--- src/hw/cu_pkg.sv ---
`default_nettype none

package cu_pkg;

    typedef logic [31:0] instr_word_t;
    typedef logic [5:0]  opcode_t;
    typedef logic [5:0]  funct_t;
    typedef logic [4:0]  reg_idx_t;
    typedef logic [4:0]  shamt_t;
    typedef logic [15:0] imm_t;
    typedef logic [25:0] jaddr_t;
    typedef logic [3:0]  alu_ctl_t;
    typedef logic [2:0]  wb_sel_t;
    typedef logic [1:0]  pc_src_t;
    typedef logic [1:0]  shamt_sel_t;
    typedef logic [1:0]  step_t;

    localparam opcode_t OP_TYPE_R = 6'b000000;
    localparam opcode_t OP_ADDI   = 6'b001000;
    localparam opcode_t OP_BEQ    = 6'b000100;
    localparam opcode_t OP_BNE    = 6'b000101;
    localparam opcode_t OP_LUI    = 6'b001111;
    localparam opcode_t OP_LW     = 6'b100011;
    localparam opcode_t OP_SW     = 6'b101011;
    localparam opcode_t OP_J      = 6'b000010;
    localparam opcode_t OP_JAL    = 6'b000011;

    localparam funct_t FUNCT_ADD  = 6'b100000;
    localparam funct_t FUNCT_AND  = 6'b100100;
    localparam funct_t FUNCT_DIV  = 6'b011010;
    localparam funct_t FUNCT_MULT = 6'b011000;
    localparam funct_t FUNCT_JR   = 6'b001000;
    localparam funct_t FUNCT_SLL  = 6'b000000;
    localparam funct_t FUNCT_SLT  = 6'b101010;
    localparam funct_t FUNCT_SRA  = 6'b000011;
    localparam funct_t FUNCT_SUB  = 6'b100010;

    localparam alu_ctl_t ALU_AND  = 4'd1;
    localparam alu_ctl_t ALU_ADD  = 4'd2;
    localparam alu_ctl_t ALU_SLL  = 4'd4;
    localparam alu_ctl_t ALU_SRA  = 4'd5;
    localparam alu_ctl_t ALU_SUB  = 4'd6;
    localparam alu_ctl_t ALU_SLT  = 4'd7;
    localparam alu_ctl_t ALU_LUI  = 4'd8;
    localparam alu_ctl_t ALU_DIV  = 4'd9;
    localparam alu_ctl_t ALU_MULT = 4'd10;

    localparam wb_sel_t WB_ALU   = 3'd1; // ALU result
    localparam wb_sel_t WB_MEM   = 3'd3; // Memory data register
    localparam wb_sel_t WB_SHIFT = 3'd6; // Shifter output

    localparam pc_src_t PC_SRC_INC    = 2'd0; // PC + 4
    localparam pc_src_t PC_SRC_BRANCH = 2'd1;
    localparam pc_src_t PC_SRC_REG    = 2'd2;
    localparam pc_src_t PC_SRC_JUMP   = 2'd3; // Also the exception vector

    localparam shamt_sel_t SHAMT_FROM_INSTR = 2'd3;

    // Cycles spent in the multi-cycle states
    localparam int FETCH_STEPS = 2;
    localparam int LW_STEPS    = 3;
    localparam int SW_STEPS    = 2;

    typedef enum logic [4:0] {
        IC_ADD, IC_AND, IC_SUB, IC_SLT, IC_SLL, IC_SRA,
        IC_DIV, IC_MULT, IC_JR, IC_ADDI, IC_BEQ, IC_BNE,
        IC_LUI, IC_LW, IC_SW, IC_J, IC_JAL, IC_ILLEGAL
    } instr_class_t;

    // Sparse encoding with unused codes left as gaps
    typedef enum logic [4:0] {
        ST_RESET    = 5'b00000,
        ST_FETCH    = 5'b00001,
        ST_DECODE   = 5'b00010,
        ST_ADD      = 5'b00011,
        ST_AND      = 5'b00100,
        ST_DIV      = 5'b00101,
        ST_MULT     = 5'b00110,
        ST_JR       = 5'b00111,
        ST_SLL      = 5'b01010,
        ST_SLT      = 5'b01011,
        ST_SRA      = 5'b01100,
        ST_SUB      = 5'b01101,
        ST_ADDI     = 5'b01111,
        ST_BEQ      = 5'b10000,
        ST_BNE      = 5'b10001,
        ST_LUI      = 5'b10100,
        ST_LW       = 5'b10101,
        ST_SW       = 5'b10111,
        ST_J        = 5'b11000,
        ST_JAL      = 5'b11001,
        ST_OVERFLOW = 5'b11010,
        ST_ILLEGAL  = 5'b11011,
        ST_DIV0     = 5'b11100
    } cu_state_t;

    typedef struct packed {
        opcode_t  opcode;
        reg_idx_t rs;
        reg_idx_t rt;
        reg_idx_t rd;
        shamt_t   shamt;
        funct_t   funct;
        imm_t     immediate;
        jaddr_t   address;
    } instr_fields_t;

    typedef struct packed {
        logic       reg_dst;
        logic       jump;
        logic       branch;
        logic       mem_read;
        logic       mem_write;
        logic       alu_src;
        logic       reg_write;
        logic       pc_write;
        logic       epc_load;
        wb_sel_t    wb_sel;
        alu_ctl_t   alu_ctl;
        pc_src_t    pc_source;
        shamt_sel_t shamt_sel;
    } ctrl_word_t;

endpackage

`default_nettype wire

--- src/hw/control_unit.sv ---
`default_nettype none

module control_unit (
    input  wire                         clk,
    input  wire                         reset,
    input  wire cu_pkg::instr_word_t    instruction,
    input  wire                         zero_flag,
    input  wire                         overflow,
    input  wire                         div_zero,
    output wire cu_pkg::instr_fields_t  fields,
    output wire cu_pkg::ctrl_word_t     ctrl,
    output wire cu_pkg::cu_state_t      current_state
);
    import cu_pkg::*;

    instr_class_t iclass;
    step_t        step;

    instr_decoder u_decoder (
        .instruction (instruction),
        .fields      (fields),
        .iclass      (iclass)
    );

    // Only block with registers
    cu_sequencer u_sequencer (
        .clk      (clk),
        .reset    (reset),
        .iclass   (iclass),
        .overflow (overflow),
        .div_zero (div_zero),
        .state    (current_state),
        .step     (step)
    );

    control_word_gen u_ctrl_gen (
        .state     (current_state),
        .step      (step),
        .zero_flag (zero_flag),
        .ctrl      (ctrl)
    );

endmodule

`default_nettype wire

--- src/hw/control_word_gen.sv ---
`default_nettype none

module control_word_gen (
    input  wire cu_pkg::cu_state_t state,
    input  wire cu_pkg::step_t     step,
    input  wire                    zero_flag,
    output cu_pkg::ctrl_word_t     ctrl
);
    import cu_pkg::*;

    always_comb
    begin
        ctrl = '0; // Reset and decode leave everything idle
        case (state)
            ST_FETCH:
            begin
                ctrl.mem_read  = 1'b1;
                ctrl.pc_write  = 1'b1;
                ctrl.pc_source = PC_SRC_INC;
            end
            ST_ADD, ST_AND, ST_SUB, ST_SLT:
            begin
                ctrl.reg_dst   = 1'b1;
                ctrl.reg_write = 1'b1;
                ctrl.wb_sel    = WB_ALU;
                case (state)
                    ST_ADD:  ctrl.alu_ctl = ALU_ADD;
                    ST_AND:  ctrl.alu_ctl = ALU_AND;
                    ST_SUB:  ctrl.alu_ctl = ALU_SUB;
                    default: ctrl.alu_ctl = ALU_SLT;
                endcase
            end
            ST_SLL, ST_SRA:
            begin
                ctrl.reg_dst   = 1'b1;
                ctrl.reg_write = 1'b1;
                ctrl.wb_sel    = WB_SHIFT;
                ctrl.shamt_sel = SHAMT_FROM_INSTR;
                ctrl.alu_ctl   = (state == ST_SLL) ? ALU_SLL : ALU_SRA;
            end
            ST_DIV:  ctrl.alu_ctl = ALU_DIV; // Result goes to HI/LO inside the ALU
            ST_MULT: ctrl.alu_ctl = ALU_MULT;
            ST_JR:
            begin
                ctrl.pc_write  = 1'b1;
                ctrl.pc_source = PC_SRC_REG;
            end
            ST_ADDI, ST_LUI:
            begin
                ctrl.alu_src   = 1'b1;
                ctrl.reg_write = 1'b1;
                ctrl.wb_sel    = (state == ST_ADDI) ? WB_ALU : WB_SHIFT;
                ctrl.alu_ctl   = (state == ST_ADDI) ? ALU_ADD : ALU_LUI;
            end
            ST_BEQ, ST_BNE:
            begin
                ctrl.branch    = 1'b1;
                ctrl.alu_ctl   = ALU_SUB; // Compare by subtraction
                ctrl.pc_source = PC_SRC_BRANCH;
                ctrl.pc_write  = (state == ST_BEQ) ? zero_flag : ~zero_flag;
            end
            ST_LW:
            begin
                case (step)
                    2'd0:
                    begin
                        ctrl.alu_src = 1'b1; // Base plus offset
                        ctrl.alu_ctl = ALU_ADD;
                    end
                    2'd1:
                        ctrl.mem_read = 1'b1;
                    default:
                    begin
                        ctrl.reg_write = 1'b1;
                        ctrl.wb_sel    = WB_MEM;
                    end
                endcase
            end
            ST_SW:
            begin
                if (step == 2'd0)
                begin
                    ctrl.alu_src = 1'b1;
                    ctrl.alu_ctl = ALU_ADD;
                end
                else
                begin
                    ctrl.mem_write = 1'b1;
                end
            end
            ST_J, ST_JAL:
            begin
                ctrl.jump      = 1'b1;
                ctrl.pc_write  = 1'b1;
                ctrl.pc_source = PC_SRC_JUMP;
                ctrl.reg_write = (state == ST_JAL); // Link into $ra
            end
            ST_OVERFLOW, ST_ILLEGAL, ST_DIV0:
            begin
                ctrl.epc_load  = 1'b1; // Save faulting PC
                ctrl.pc_write  = 1'b1;
                ctrl.pc_source = PC_SRC_JUMP;
            end
            default:
                ctrl = '0;
        endcase
    end

endmodule

`default_nettype wire

--- src/hw/cu_sequencer.sv ---
`default_nettype none

module cu_sequencer (
    input  wire                       clk,
    input  wire                       reset,
    input  wire cu_pkg::instr_class_t iclass,
    input  wire                       overflow,
    input  wire                       div_zero,
    output cu_pkg::cu_state_t         state,
    output cu_pkg::step_t             step
);
    import cu_pkg::*;

    cu_state_t next_state;
    step_t     last_step;
    logic      at_last;

    // Execution state chosen by the decoder class
    function automatic cu_state_t decode_target(input instr_class_t ic);
        case (ic)
            IC_ADD:  return ST_ADD;
            IC_AND:  return ST_AND;
            IC_SUB:  return ST_SUB;
            IC_SLT:  return ST_SLT;
            IC_SLL:  return ST_SLL;
            IC_SRA:  return ST_SRA;
            IC_DIV:  return ST_DIV;
            IC_MULT: return ST_MULT;
            IC_JR:   return ST_JR;
            IC_ADDI: return ST_ADDI;
            IC_BEQ:  return ST_BEQ;
            IC_BNE:  return ST_BNE;
            IC_LUI:  return ST_LUI;
            IC_LW:   return ST_LW;
            IC_SW:   return ST_SW;
            IC_J:    return ST_J;
            IC_JAL:  return ST_JAL;
            default: return ST_ILLEGAL;
        endcase
    endfunction

    // Final step index of the current state
    always_comb
    begin
        case (state)
            ST_FETCH: last_step = step_t'(FETCH_STEPS - 1);
            ST_LW:    last_step = step_t'(LW_STEPS - 1);
            ST_SW:    last_step = step_t'(SW_STEPS - 1);
            default:  last_step = '0; // Single-cycle states
        endcase
    end

    assign at_last = (step == last_step);

    always_comb
    begin
        case (state)
            ST_RESET:
                next_state = ST_FETCH;
            ST_FETCH:
                next_state = ST_DECODE;
            ST_DECODE:
                next_state = decode_target(iclass);
            ST_ADD, ST_SUB, ST_ADDI:
            begin
                // Flag is valid at the closing edge of the ALU cycle
                if (overflow)
                    next_state = ST_OVERFLOW;
                else
                    next_state = ST_FETCH;
            end
            ST_DIV:
            begin
                if (div_zero)
                    next_state = ST_DIV0;
                else
                    next_state = ST_FETCH;
            end
            default:
                next_state = ST_FETCH; // Other instructions and exception states
        endcase
    end

    always_ff @(posedge clk)
    begin
        if (reset)
        begin
            state <= ST_RESET;
            step  <= '0;
        end
        else if (at_last)
        begin
            state <= next_state;
            step  <= '0;
        end
        else
        begin
            step <= step + step_t'(1); // Advance inside the current state
        end
    end

endmodule

`default_nettype wire

--- src/hw/instr_decoder.sv ---
`default_nettype none

module instr_decoder (
    input  wire cu_pkg::instr_word_t instruction,
    output cu_pkg::instr_fields_t    fields,
    output cu_pkg::instr_class_t     iclass
);
    import cu_pkg::*;

    // Fixed slices that overlap where the formats do
    always_comb
    begin
        fields.opcode    = instruction[31:26];
        fields.rs        = instruction[25:21];
        fields.rt        = instruction[20:16];
        fields.rd        = instruction[15:11];
        fields.shamt     = instruction[10:6];
        fields.funct     = instruction[5:0];
        fields.immediate = instruction[15:0];
        fields.address   = instruction[25:0];
    end

    always_comb
    begin
        iclass = IC_ILLEGAL;
        case (fields.opcode)
            OP_TYPE_R:
            begin
                // Funct picks the R-type operation
                case (fields.funct)
                    FUNCT_ADD:  iclass = IC_ADD;
                    FUNCT_AND:  iclass = IC_AND;
                    FUNCT_SUB:  iclass = IC_SUB;
                    FUNCT_SLT:  iclass = IC_SLT;
                    FUNCT_SLL:  iclass = IC_SLL;
                    FUNCT_SRA:  iclass = IC_SRA;
                    FUNCT_DIV:  iclass = IC_DIV;
                    FUNCT_MULT: iclass = IC_MULT;
                    FUNCT_JR:   iclass = IC_JR;
                    default:    iclass = IC_ILLEGAL; // MFHI, MFLO, XCHG land here
                endcase
            end
            OP_ADDI: iclass = IC_ADDI;
            OP_BEQ:  iclass = IC_BEQ;
            OP_BNE:  iclass = IC_BNE;
            OP_LUI:  iclass = IC_LUI;
            OP_LW:   iclass = IC_LW;
            OP_SW:   iclass = IC_SW;
            OP_J:    iclass = IC_J;
            OP_JAL:  iclass = IC_JAL;
            default: iclass = IC_ILLEGAL; // Includes LB, SB, SLLM
        endcase
    end

endmodule

`default_nettype wire

--- config.mk ---
export PLATFORM = sky130hd
export DESIGN_NAME = control_unit
export DESIGN_NICKNAME = d
export VERILOG_FILES = /design/src/hw/cu_pkg.sv /design/src/hw/control_unit.sv /design/src/hw/control_word_gen.sv /design/src/hw/cu_sequencer.sv /design/src/hw/instr_decoder.sv
export SDC_FILE = /design/constraint.sdc
export NUM_CORES = 1
export LEC_CHECK = 0
export ABC_AREA = 1
export ABC_CLOCK_PERIOD_IN_PS = 2300
export BUFFER_PORTS_ARGS = -buffer_cell sky130_fd_sc_hd__buf_2
export CAP_MARGIN = 20
export CORE_MARGIN = 4
export CORE_UTILIZATION = 39
export CTS_CLUSTER_SIZE = 40
export DETAILED_ROUTE_END_ITERATION = 7
export PLACE_DENSITY = 0.78
export REMOVE_ABC_BUFFERS = 1
export SETUP_SLACK_MARGIN = 0.5
export SLEW_MARGIN = 25
export SYNTH_ARGS = -nofsm -noshare
export SYNTH_HDL_FRONTEND = slang
export SYNTH_SLANG_ARGS = --single-unit
--- constraint.sdc ---
create_clock -name clk -period 2.3 [get_ports clk]
set_input_delay 0.46 -clock clk [delete_from_list [all_inputs] [get_ports clk]]
set_output_delay 0.46 -clock clk [all_outputs]
set_load 0.02 [all_outputs]
==> summary.txt <==
Status
  – Status: finished, final reports clean

Die
  – Initial Utilization: 40.3%
  – Core Area: 0.00511 mm²
  – # rows: 26
  – DIE AREA: 0.00650 mm²
  – Die Width: 80.6 µm
  – Die height: 80.6 µm
  – IO Pins: 136

Layout
  – Layout cell share with drive strength beyond 1: 63.2%
  – P&R area growth vs syn: 52.6%
  – Most common cell after layout, fill and taps aside: buf_4
  – Final Util: 61.5%
  – Fin cells: 470
  – Fill count: 391
  – Nets: 448
  – Most frequent cells in the layout: buf_4 (55), nand2_1 (49), buf_2 (44), inv_1 (29), nand3_1 (28)
  – # diodes: 0

Setup path
  – Cell breakdown of the critical path: buf_8 > nor2_4 > nand3_2 > nor2_4 > nor2_4 > nand3_2 > nand2_2 > nor3_4 > inv_2 > ha_4 > inv_2 > nor2_1 > nor2_1 > nand2_1 > nand2_1 > nand2_1 > nand2_1 > nand2_1
  – Kind of critical path: in2reg
  – Slowest CP cell: ha_4
  – Path depth of the worst reg2reg path: 11
  – Req. time, crit path: 2.42 ns
  – Crit end category: flop
  – CP Data Arrival Time: 2.39 ns
  – Crit-path max cell delay: 0.25 ns
  – R2r setup slk: 0.41 ns
  – Critical Path Most Common Cell: nand2_1
  – Max FO, Critical Path: 7
  – Critical Path Source Type: primary input

Placed design
  – Half-perimeter wire length after placement: 4.96 mm
  – Inst Count DP: 439
  – IO buf count: 65
  – RD Place Congestion: 0.904

Timing
  – Setup TNS: 0 ns
  – Tcrit/Tclk final: 98.6%
  – Worst Max-Slew Pin Slew: 0.326 ns
  – Post-Route Skew: 0.00634 ns
  – Fmax: 441 MHz
  – Setup violators final: 0
  – RSZ-0062 raised after global routing: yes
  – WHS: 0.476 ns
  – Final Hold Fails: 0
  – Max-Slew Margin vs Limit: 78.1%
  – Slew Viols, Final: 0
  – Min Tclk post-route: 2.27 ns

Min path
  – Worst Hold Class: reg2reg
  – Hold Path Depth: 1

Synth
  – Largest family of logic cells by synthesized area: simple AND/OR/NAND/NOR gates
  – Top_reg_cell synth: dfxtp_1
  – Post-synthesis sequential area ratio: 6.81%
  – FFs w/ async S/R, synth: 0%
  – XOR/XNOR Fraction of Synth Area: 1.22%
  – Distinct cells, synth: 35
  – Yosys reg bits: 7
  – Synth top area share: 27.7%
  – Post-synthesis instance total: 344
  – Syn avg cell area: 5.98 µm²
  – Compound-Gate Fraction of Synth Area: 4.86%
  – EDFF count, synth: 0
  – Largest area contributor in the netlist: buf_4
  – Simple-Gate Fraction of Synth Area: 43.3%
  – Synth top area cells: buf_4 (28%), nand2_1 (12%), nand3_1 (10%)
  – Adder-Cell Fraction of Synth Area: 6.08%
  – YS warnings: 0
  – Multiplexer share of the synthesized area: 0%
  – Post-Syn Area: 0.00206 mm²

Clock tree
  – Cts bufs inserted: 3
  – Clock transition at path regs: 0.04 ns
  – # clock sinks: 7
  – Clock tree from TritonCTS: yes
  – Number of H-tree levels: 1
  – Root buffer cell: clkbuf_8
  – Skew-Pair Late Insertion Delay: 0.23 ns
  – Cts hold-fix bufs: 0
  – CTS Buffer Depth: 2

Global route
  – Global router's overall resource usage: 19.2%
  – First-pass GRT wire length: 9.83 mm
  – Number of global-route vias before repair: 2073
  – Gr ovfl total: 0
  – Largest net degree at the start of global routing: 9
  – Initial antenna violation count: 0

Pwr
  – Leakage: 1.60 nW
  – PD cells: 468 mW/mm²
  – VDD IR max: 0.282 mV

Routing
  – Wirelength per Cell: 18.8 µm
  – DRC viols: 0
  – Vias per Instance: 5.24
  – Routed via count: 2462
  – Initial DRC count: 260
  – First-pass iteration count of the detailed router: 4
  – Routed Antenna Nets: 0
  – Final wirelength: 8.85 mm

Run
  – Max Cap Viol: 0
[worst max-delay path: cells and delay by family]
family | cells | cell delay (ns)
buffers and inverters | 3 | 0.24
and+or+nand+nor | 14 | 1.42
adders and majority gates | 1 | 0.25
[synthesized netlist by cell type, types with 4 or more instances]
| master | instances |
|---|---|
| buf_4 | 76 |
| inv_1 | 42 |
| nand2_1 | 65 |
| nand4_1 | 6 |
| nand3_1 | 42 |
| inv_2 | 5 |
| a21oi_1 | 4 |
| dfxtp_1 | 7 |
| nor2_1 | 36 |
| ha_1 | 10 |
| nor2_2 | 8 |
| nor2_4 | 7 |
| nand2_2 | 6 |
[per-stage QoR]
stage | power (mW) | setup slack, ns | area (µm²)
after floorplan | 0.600 | -0.109 | 1470
after global placement | 0.815 | -0.0549 | 2170
after detailed placement | 0.825 | -0.147 | 2170
after CTS | 1.11 | 0.167 | 2500
after global routing | 1.55 | -0.124 | 3140
final | 1.47 | 0.0330 | 3140
[flip-flops by register name, summed over array words and instances, names as in the netlist]
signal             count
u_sequencer.state      5
u_sequencer.step       2
[per-layer routing]
| layer | part of all wire (%) | up-vias | global-route usage, % | routed length (µm) |
|---|---|---|---|---|
| li1 | - | 1120 | - | - |
| met5 | 0 | - | 4.55 | 0 |
| met2 | 46 | 182 | 30.3 | 4050 |
| met1 | 37 | 1104 | 23.9 | 3310 |
| met4 | 5.7 | 0 | 4.39 | 506 |
| met3 | 11 | 56 | 7.85 | 990 |
[what timing repair did]
item,in CTS,in global routing
buffers inserted,14,13
endpoints found under the setup margin,24,24
gates resized for setup,50,134
cloned,0,0
pin swaps,9,51
[final cells by class]
class | instances | area, µm² | area share [%]
well taps | 70 | 87.6 | 2.79
repair buffers | 130 | 1030 | 32.7
flip-flops and latches | 7 | 160 | 5.10
inverters | 49 | 201 | 6.41
multi-input cells | 210 | 1620 | 51.5
clock buffers | 4 | 45.0 | 1.43
[worst paths after layout]
kind,start,endpoint
setup / recovery,instruction[31],u_sequencer.state[1]
hold / removal,u_sequencer.step[0],u_sequencer.step[0]
setup reg to reg,u_sequencer.state[2],u_sequencer.state[1]
hold reg to reg,u_sequencer.step[0],u_sequencer.step[0]
[cell families (layout without fill, tap and decap cells)]
group | Yosys count | after routing
simple gates | 182 | 182
compound gates | 16 | 16
fa+ha+maj | 10 | 10
buf+inv | 127 | 183
xor+xnor | 2 | 2
flops | 7 | 7
[power breakdown]
group / switching [mW] / leakage [nW] / internal [mW]
combinational: 0.631 / 1.52 / 0.451
clock: 0.0576 / 0.0228 / 0.120
sequential: 0.0568 / 0.0611 / 0.152
total: 0.745 / 1.60 / 0.724
(Power assumes the default switching activity.)
